==> src/hw/pwm_reg_pkg.sv <==
package pwm_reg_pkg;

  localparam int pwm_num    = 4;
  localparam int dwidth     = 8;
  localparam int awidth     = 6;
  localparam int chan_idx_w = $clog2(pwm_num);

  typedef logic [dwidth-1:0]     data_t;
  typedef logic [pwm_num-1:0]    chan_mask_t;
  typedef logic [awidth-2:0]     slot_t;
  typedef logic [chan_idx_w-1:0] chan_idx_t;

  // register map
  localparam logic [awidth-1:0] addr_prescale    = 6'd0;
  localparam logic [awidth-1:0] addr_period      = 6'd1;
  localparam logic [awidth-1:0] addr_enable      = 6'd2;
  localparam logic [awidth-1:0] addr_enable_hi   = 6'd3;
  localparam logic [awidth-1:0] addr_chan_base   = 6'd4;
  localparam logic [awidth-1:0] addr_sync_update = 6'd57;

  // each channel owns one slot of two words, rising edge first
  localparam slot_t chan_slot_base = slot_t'(addr_chan_base >> 1);
  localparam slot_t chan_slot_cnt  = slot_t'(pwm_num);

  localparam data_t reset_prescale = 8'd8;
  localparam data_t reset_period   = 8'd8;

  // channels 0 and 2 shadowed, 1 and 3 follow the staged values
  localparam chan_mask_t shadow_reg_en = 4'b0101;

  typedef struct packed {
    slot_t slot;
    logic  edge_sel;
  } pwm_chan_addr_t;

  // fixed registers decode the raw word, edge registers the channel view
  typedef union packed {
    logic [awidth-1:0] raw;
    pwm_chan_addr_t    chan;
  } pwm_addr_u;

  typedef struct packed {
    data_t               prescale;
    data_t               period;
    chan_mask_t          enable;
    data_t [pwm_num-1:0] pos_edge;
    data_t [pwm_num-1:0] neg_edge;
  } pwm_cfg_t;

  // slots below the base wrap to large offsets and fall out of range
  function automatic logic is_chan_addr(pwm_addr_u a);
    slot_t off;
    off = a.chan.slot - chan_slot_base;
    return off < chan_slot_cnt;
  endfunction

  function automatic chan_idx_t chan_of(pwm_addr_u a);
    slot_t off;
    off = a.chan.slot - chan_slot_base;
    return off[chan_idx_w-1:0];
  endfunction

endpackage

==> src/hw/pwm_stage_regs.sv <==
`timescale 1ns/100ps

module pwm_stage_regs (
  input  logic                   PCLK,
  input  logic                   PRESETN,
  input  logic                   psel,
  input  logic                   penable,
  input  logic                   pwrite,
  input  pwm_reg_pkg::pwm_addr_u paddr,
  input  pwm_reg_pkg::data_t     pwdata,
  output pwm_reg_pkg::pwm_cfg_t  staged,
  output logic                   sync_update
);

  import pwm_reg_pkg::*;

  logic       wr_en;
  logic       wr_prescale;
  logic       wr_period;
  logic       wr_enable;
  logic       wr_sync;
  chan_mask_t wr_pos;
  chan_mask_t wr_neg;

  // access phase of an APB write
  assign wr_en = psel && penable && pwrite;

  always_comb
  begin
    wr_prescale = wr_en && (paddr.raw == addr_prescale);
    wr_period   = wr_en && (paddr.raw == addr_period);
    wr_enable   = wr_en && (paddr.raw == addr_enable);
    wr_sync     = wr_en && (paddr.raw == addr_sync_update);
    wr_pos      = '0;
    wr_neg      = '0;
    if (wr_en && is_chan_addr(paddr))
    begin
      if (paddr.chan.edge_sel)
        wr_neg[chan_of(paddr)] = 1'b1;
      else
        wr_pos[chan_of(paddr)] = 1'b1;
    end
  end

  always_ff @(posedge PCLK)
  begin
    if (!PRESETN)
    begin
      staged.prescale <= reset_prescale;
      staged.period   <= reset_period;
      staged.enable   <= '0;
      sync_update     <= 1'b0;
    end
    else
    begin
      if (wr_prescale)
        staged.prescale <= pwdata;
      if (wr_period)
        staged.period <= pwdata;
      // upper data bits have no channel behind them
      if (wr_enable)
        staged.enable <= pwdata[pwm_num-1:0];
      if (wr_sync)
        sync_update <= pwdata[0];
    end
  end

  // per-channel edge words
  always_ff @(posedge PCLK)
  begin
    if (!PRESETN)
    begin
      staged.pos_edge <= '0;
      staged.neg_edge <= '0;
    end
    else
    begin
      for (int k = 0; k < pwm_num; k++)
      begin
        if (wr_pos[k])
          staged.pos_edge[k] <= pwdata;
        if (wr_neg[k])
          staged.neg_edge[k] <= pwdata;
      end
    end
  end

  // access phase only follows a selected setup phase
  a_penable_needs_psel: assert property (
    @(posedge PCLK) disable iff (!PRESETN)
    penable |-> psel
  );

endmodule

==> src/hw/pwm_shadow_regs.sv <==
`timescale 1ns/100ps

module pwm_shadow_regs (
  input  logic                  PCLK,
  input  logic                  PRESETN,
  input  pwm_reg_pkg::pwm_cfg_t staged,
  input  logic                  sync_update,
  input  pwm_reg_pkg::data_t    period_cnt,
  input  logic                  sync_pulse,
  output pwm_reg_pkg::pwm_cfg_t active
);

  import pwm_reg_pkg::*;

  pwm_cfg_t shadow;
  logic     period_end;
  logic     edge_load;

  // end of period measured against the period currently in use
  assign period_end = sync_pulse && (period_cnt >= shadow.period);
  assign edge_load  = period_end && sync_update;

  always_ff @(posedge PCLK)
  begin
    if (!PRESETN)
    begin
      shadow.prescale <= reset_prescale;
      shadow.period   <= reset_period;
      shadow.enable   <= '0;
      shadow.pos_edge <= '0;
      shadow.neg_edge <= '0;
    end
    else
    begin
      if (period_end)
      begin
        shadow.prescale <= staged.prescale;
        shadow.period   <= staged.period;
        shadow.enable   <= staged.enable;
      end
      // edges wait for the sync flag as well
      if (edge_load)
      begin
        shadow.pos_edge <= staged.pos_edge;
        shadow.neg_edge <= staged.neg_edge;
      end
    end
  end

  // prescale and period are shared by all channels so always shadowed
  always_comb
  begin
    active.prescale = shadow.prescale;
    active.period   = shadow.period;
    for (int k = 0; k < pwm_num; k++)
    begin
      if (shadow_reg_en[k])
      begin
        active.enable[k]   = shadow.enable[k];
        active.pos_edge[k] = shadow.pos_edge[k];
        active.neg_edge[k] = shadow.neg_edge[k];
      end
      else
      begin
        active.enable[k]   = staged.enable[k];
        active.pos_edge[k] = staged.pos_edge[k];
        active.neg_edge[k] = staged.neg_edge[k];
      end
    end
  end

  for (genvar k = 0; k < pwm_num; k++)
  begin : g_edge_hold
    if (shadow_reg_en[k])
    begin : g_shadowed
      a_edge_stable: assert property (
        @(posedge PCLK) disable iff (!PRESETN)
        !period_end |=> $stable(active.pos_edge[k]) && $stable(active.neg_edge[k])
      );
    end
  end

endmodule

==> src/hw/pwm_read_mux.sv <==
`timescale 1ns/100ps

module pwm_read_mux (
  input  pwm_reg_pkg::pwm_addr_u paddr,
  input  pwm_reg_pkg::pwm_cfg_t  active,
  input  logic                   sync_update,
  output pwm_reg_pkg::data_t     prdata
);

  import pwm_reg_pkg::*;

  logic      chan_hit;
  chan_idx_t chan_idx;
  data_t     edge_word;
  data_t     enable_word;

  assign chan_hit = is_chan_addr(paddr);
  assign chan_idx = chan_of(paddr);

  // one indexed pick covers every channel slot
  always_comb
  begin
    if (paddr.chan.edge_sel)
      edge_word = active.neg_edge[chan_idx];
    else
      edge_word = active.pos_edge[chan_idx];
  end

  assign enable_word = {{(dwidth - pwm_num){1'b0}}, active.enable};

  always_comb
  begin
    case (paddr.raw)
      addr_prescale:
        prdata = active.prescale;
      addr_period:
        prdata = active.period;
      addr_enable:
        prdata = enable_word;
      // four channels fit in the low enable word
      addr_enable_hi:
        prdata = '0;
      addr_sync_update:
        prdata = {{(dwidth - 1){1'b0}}, sync_update};
      default:
      begin
        if (chan_hit)
          prdata = edge_word;
        else
          prdata = '0;
      end
    endcase
  end

endmodule

==> src/hw/pwm_reg_if.sv <==
`timescale 1ns/100ps

module pwm_reg_if (
  input  logic                   PCLK,
  input  logic                   PRESETN,
  input  logic                   psel,
  input  logic                   penable,
  input  logic                   pwrite,
  input  pwm_reg_pkg::pwm_addr_u paddr,
  input  pwm_reg_pkg::data_t     pwdata,
  input  pwm_reg_pkg::data_t     period_cnt,
  input  logic                   sync_pulse,
  output pwm_reg_pkg::data_t     prdata,
  output pwm_reg_pkg::pwm_cfg_t  cfg
);

  import pwm_reg_pkg::*;

  pwm_cfg_t staged;
  logic     sync_update;

  pwm_stage_regs u_stage (
    .PCLK        (PCLK),
    .PRESETN     (PRESETN),
    .psel        (psel),
    .penable     (penable),
    .pwrite      (pwrite),
    .paddr       (paddr),
    .pwdata      (pwdata),
    .staged      (staged),
    .sync_update (sync_update)
  );

  pwm_shadow_regs u_shadow (
    .PCLK        (PCLK),
    .PRESETN     (PRESETN),
    .staged      (staged),
    .sync_update (sync_update),
    .period_cnt  (period_cnt),
    .sync_pulse  (sync_pulse),
    .active      (cfg)
  );

  pwm_read_mux u_read (
    .paddr       (paddr),
    .active      (cfg),
    .sync_update (sync_update),
    .prdata      (prdata)
  );

endmodule

==> config.mk <==
export PLATFORM = sky130hd
export DESIGN_NAME = pwm_reg_if
export DESIGN_NICKNAME = d
export VERILOG_FILES = /design/src/hw/pwm_reg_pkg.sv /design/src/hw/pwm_stage_regs.sv /design/src/hw/pwm_shadow_regs.sv /design/src/hw/pwm_read_mux.sv /design/src/hw/pwm_reg_if.sv
export SDC_FILE = /design/constraint.sdc
export NUM_CORES = 1
export LEC_CHECK = 0
export ABC_AREA = 1
export BUFFER_PORTS_ARGS = -buffer_cell sky130_fd_sc_hd__buf_2
export CAP_MARGIN = 20
export CORE_ASPECT_RATIO = 1.5
export CORE_MARGIN = 2
export CORE_UTILIZATION = 51
export DETAILED_ROUTE_END_ITERATION = 10
export GPL_TIMING_DRIVEN = 0
export PLACE_DENSITY_LB_ADDON = 0.08
export SLEW_MARGIN = 20
export SYNTH_ARGS = -nofsm -noshare
export SYNTH_HDL_FRONTEND = slang
export SYNTH_SLANG_ARGS = --single-unit
==> constraint.sdc <==
create_clock -name PCLK -period 1.6 [get_ports PCLK]
set_input_delay 0.08 -clock PCLK [delete_from_list [all_inputs] [get_ports PCLK]]
set_output_delay 0.08 -clock PCLK [all_outputs]
set_load 0.1 [all_outputs]
* Word level (Yosys, flattened, before mapping)
Cells that the tools add are included.
Word-level totals: flip-flop bits (word level) 136, bits in read-only memories 0, output and inout port bits 92, latch bits 0, bits in writable memories 0, bits of input ports 28, memories kept 0
Operators by class: eq/ne operators 4, bitwise operators 0, reduce and logical (&&, ||, !) cells 11, multipliers 0, muxes and demuxes 13, magnitude comparators 4, divide/modulo/power cells 0, shift-type cells 0, add/subtract/negate cells 1
Operators with widths (count):
- $pmux 8 s5 | 1
- $bmux 8 s2 | 2
- $mux 8 | 4
- $mux 4 | 4
- $eq 6x2->1 const B | 2
- $logic_and 1x1->1 | 10
- $ge 8x8->1 | 1
- $eq 6x1->1 const B | 1
- $eq 6x6->1 const B | 1
- $logic_not 6->1 | 1
- $lt 5x3->1 const B | 1
- $sub 5x2->5 const B | 1
- $lt 2x3->1 const B | 1
- $demux 1 s2 | 1
- $ge 2x1->1 const B | 1
- $mux 1 | 1

* Logic depth before layout (Yosys ltp)
depth in word-level cells 7, gate-level depth with buffers 14, depth with buffers taken out 13

* Hierarchy
A second synthesis with hierarchy kept.
Unflattened totals: cell total of the unflattened synthesis 1296, area total of the unflattened synthesis 8140.3 um^2
Modules (own cells, without submodules):
- pwm_stage_regs | instances 1, cells each 612, area each 4169.0 um^2
- pwm_shadow_regs | instances 1, cells each 421, area each 2787.7 um^2
- pwm_read_mux | instances 1, cells each 263, area each 1183.6 um^2

* Worst setup path before layout
Ideal clock, no wire load.
path kind reg-to-reg, from reg u_shadow.shadow (netlist bit u_shadow.active[71]), to reg u_shadow.shadow (netlist bit u_shadow.active[68]), data arrival time 2414 ps, required time 1483 ps, stages on the path, launching flop included 14, setup time 117 ps, setup slack -931 ps, path buffers 1, cells stage by stage dfxtp_1 inv_1 ha_1 nand2_1 nor2_1 nor2_1 nand2_1 nand2_1 nand2_2 nand2_2 clkinv_1 buf_2 nor2_1 nor2_1
On the way: longest elaborated chain between the ends 2
Ends and longest elaborated chain:
- from (decl) | line pwm_shadow_regs.sv:15 | pwm_cfg_t shadow;
- $ge 8x8->1 | line pwm_shadow_regs.sv:20 | assign period_end = sync_pulse && (period_cnt >= shadow.period);
- $logic_and 1x1->1 | line pwm_shadow_regs.sv:20
No other way between the ends. A chain may end at the register's enable or synchronous reset.

* Worst setup path after layout
from reg u_shadow.shadow (netlist bit u_shadow.active[71]), to reg u_shadow.shadow (netlist bit u_shadow.active[71])
The elaborated chain is that of the path after synthesis.

==> results_dict.tcl <==
set metrics [dict create \
    wl_um 23700 \
    ctsLongestPathBuffers 2 \
    port_buffers 112 \
    fin_util_pct 73.6 \
    cts_root_buf "clkbuf_16" \
    worstPathCellList "inv_4 -> ha_4 -> nand2_2 -> nand2_1 -> nor2_1 -> nand2_1 -> nand2_2 -> nand2_8 -> nand2_8 -> clkinv_8 -> clkbuf_16 -> nand2_2 -> nand3_1" \
    worstSetupEndpointType "flop" \
    drt_iter0_markers 574 \
    crit_slowest_cell "dfxtp_4" \
    antenna_found_initial 0 \
    p_total_w 0.00886 \
    grt_usage_pct 33.1 \
    io-pin-count 120 \
    core_region_area_um2 12500 \
    worst_clock_skew_ns 0.00829 \
    synth_cell_types 22 \
    hold_path_depth 4 \
    cts_buffers 17 \
    slew_viol_final 0 \
    h-tree-depth 4 \
    placed_cell_area_um2 7660 \
    post-place-ws_ns -0.612 \
    rr_endpoint "u_shadow.active[71]$_SDFFE_PN1P_" \
    min_to "u_stage.sync_update$_SDFFE_PN0P_" \
    ff2ff_path_depth 13 \
    synth_top_family_by_area "simple AND/OR/NAND/NOR gates" \
    viasPerCell 5.51 \
    fp-row-count 50 \
    peakVddDrop_mv 0.918 \
    synth_adder_area_share_pct 2.09 \
    worst_pin_slew_ns 0.938 \
    final_antenna_net_count 0 \
    syn_nets 1009 \
    avgRoutedWirePerCell_um 18.1 \
    clk_latency_ns 0.43 \
    initial_utilization_pct 52.5 \
    gp_congestion 0.971 \
    antenna_cells 0 \
    syn_area_um2 6570 \
    path_max_fanout 7 \
    critPathKind "flop to flop" \
    status "finished, violations left" \
    relSlewSlack_pct 37.5 \
    yosysSeqAreaShare_pct 41.1 \
    fmax_ghz 0.559 \
    die_h_um 143 \
    ys_warn_count 0 \
    finalHoldViolations 0 \
    start_kind "flop" \
    period_share_pct 112 \
    finalCriticalPeriod_ns 1.79 \
    cts_tree "built" \
    synth_cells 970 \
    avgSynthCellArea_um2 6.77 \
    synth_xor_area_share_pct 0 \
    dieArea_um2 13800 \
    ys_ff_latch 135 \
    cp.required_ns 1.89 \
    synth-simple-area-share_pct 30.1 \
    drv_cap 0 \
    regToRegSetupSlack_ns -0.19 \
    synthMuxAreaShare_pct 0 \
    slowest_delay_ns 0.36 \
    drtPass1Iterations 5 \
    drive_gt1_share_pct 37.4 \
    failed_checks "setup timing" \
    numClockSinks 135 \
    dp_hpwl_um 16100 \
    overflow 0 \
    grt_pass1_vias 6705 \
    synth-compound-area-share_pct 11.7 \
    worstPathArrival_ns 2.08 \
    grt_start_max_net_pins 17 \
    crit_top_cell "nand2_2" \
    reg2reg_from "u_shadow.active[71]$_SDFFE_PN1P_" \
    setup_ws_ns -0.190 \
    leakagePower_nw 4.05 \
    worstHoldStart "paddr[5]" \
    hold_class "input port to flop" \
    rsz0062_at_grt "yes" \
    area_growth_pct 40.0 \
    finalSetupViolCount 53 \
    vias 7211 \
    clk_pin_slew_worst_paths_ns 0.06 \
    grt_pass1_wl_um 35500 \
    nNetsFinal 1179 \
    fp.dieW_um 96.7 \
    p_per_area_nw_per_um2 963 \
    route.detailed.drc 0 \
    finish.instance_area_um2 9200 \
]
synthesized netlist by cell type:
library cell / count / share of area (%)
a21oi_1: 72 / 5.5
buf_1: 5 / 0.29
buf_2: 8 / 0.61
buf_4: 34 / 3.9
buf_6: 4 / 0.69
clkbuf_1: 35 / 2.0
clkinv_1: 1 / 0.057
dfxtp_1: 135 / 41
ha_1: 11 / 2.1
inv_1: 126 / 7.2
inv_2: 4 / 0.23
nand2_1: 202 / 12
nand2_2: 3 / 0.29
nand3_1: 86 / 6.5
nand4_1: 42 / 4.0
nor2_1: 116 / 6.6
nor2_2: 8 / 0.76
nor2_4: 2 / 0.34
o211ai_1: 2 / 0.23
o21a_1: 1 / 0.11
o21ai_0: 55 / 4.2
o22ai_1: 18 / 1.7
sequential cells by signal, indices dropped and copies added (netlist names):
register             cells
u_shadow.active         50
u_stage.staged          84
u_stage.sync_update      1
how the worst max path moves through the flow:
stage | start | end | slack [ns]
after floorplan | u_shadow.active[69]$_SDFFE_PN0P_ | u_shadow.active[64]$_SDFFE_PN0P_ | -0.22
after global placement | paddr[1] | prdata[0] | -0.64
final | u_shadow.active[71]$_SDFFE_PN1P_ | u_shadow.active[71]$_SDFFE_PN1P_ | -0.19
after global routing | u_shadow.active[71]$_SDFFE_PN1P_ | u_shadow.active[71]$_SDFFE_PN1P_ | -0.26
after CTS | u_shadow.active[69]$_SDFFE_PN0P_ | u_shadow.active[72]$_SDFFE_PN0P_ | -0.14
after detailed placement | paddr[1] | prdata[0] | -0.61
routing by layer:
metal  up-vias  global-route usage [%]  wire length (um)
li1       3424                       -                 -
met1      3326                    35.9              8450
met2       369                    58.1             12100
met3        92                    6.41              1770
met4         0                    22.8              1370
met5         -                       0                 0
placed cells by master (no fill, tap or decap), drive strengths merged:
| master | count |
|---|---|
| nand2 | 205 |
| buf | 202 |
| dfxtp | 135 |
| inv | 132 |
| nor2 | 126 |
| nand3 | 86 |
| a21oi | 72 |
| o21ai | 55 |
| clkbuf | 50 |
| nand4 | 42 |
| o22ai | 18 |
| ha | 11 |
| clkinv | 6 |
| clkinvlp | 5 |
| dlygate4sd3 | 4 |
| o211ai | 2 |
| o21a | 1 |
| bufinv | 1 |
repair_timing:
item	4_1_cts	5_1_grt
hold buffers	4	0
resized for setup	123	86
setup endpoints to repair	58	58
buffers inserted	24	11
pin swaps	34	38
gates cloned	1	1
endpoints found under the hold margin	5	0
per-stage QoR:
stage	TNS (ns)	std cells	hold slack, ns
floorplan	-8.09	970	0.244
detailed placement	-25.56	1238	0.379
finish	-5.77	1309	0.130
global route	-11.47	1309	0.154
global placement	-23.16	1238	0.375
CTS	-5.62	1298	0.119
critical path, delay by kind of cell (launching register included):
kind | cells | cell delay [ns]
and+or+nand+nor | 9 | 0.75
DFF | 1 | 0.36
buffers and inverters | 3 | 0.32
adders and majority gates | 1 | 0.21
power by group:
part	switching, W	internal [W]	total (W)
clock	0.00160	0.00215	0.00375
sequential	0.0000593	0.00341	0.00347
combinational	0.00115	0.000496	0.00164
logic make-up after synthesis:
logic type / count (synthesis)
compound gates: 148
fa+ha+maj: 11
buf+inv: 217
flops: 135
simple gates: 459
area by class of cell:
class	count	area [um^2]
well taps	156	195
repair buffers	152	1070
inverters	131	529
multi-input cells	618	3430
flip-flops and latches	135	2820
clock buffers	19	433
plain buffers	85	594
clock inverters	13	125
fillers	1061	3310
Power figures use the tool's default switching activity.
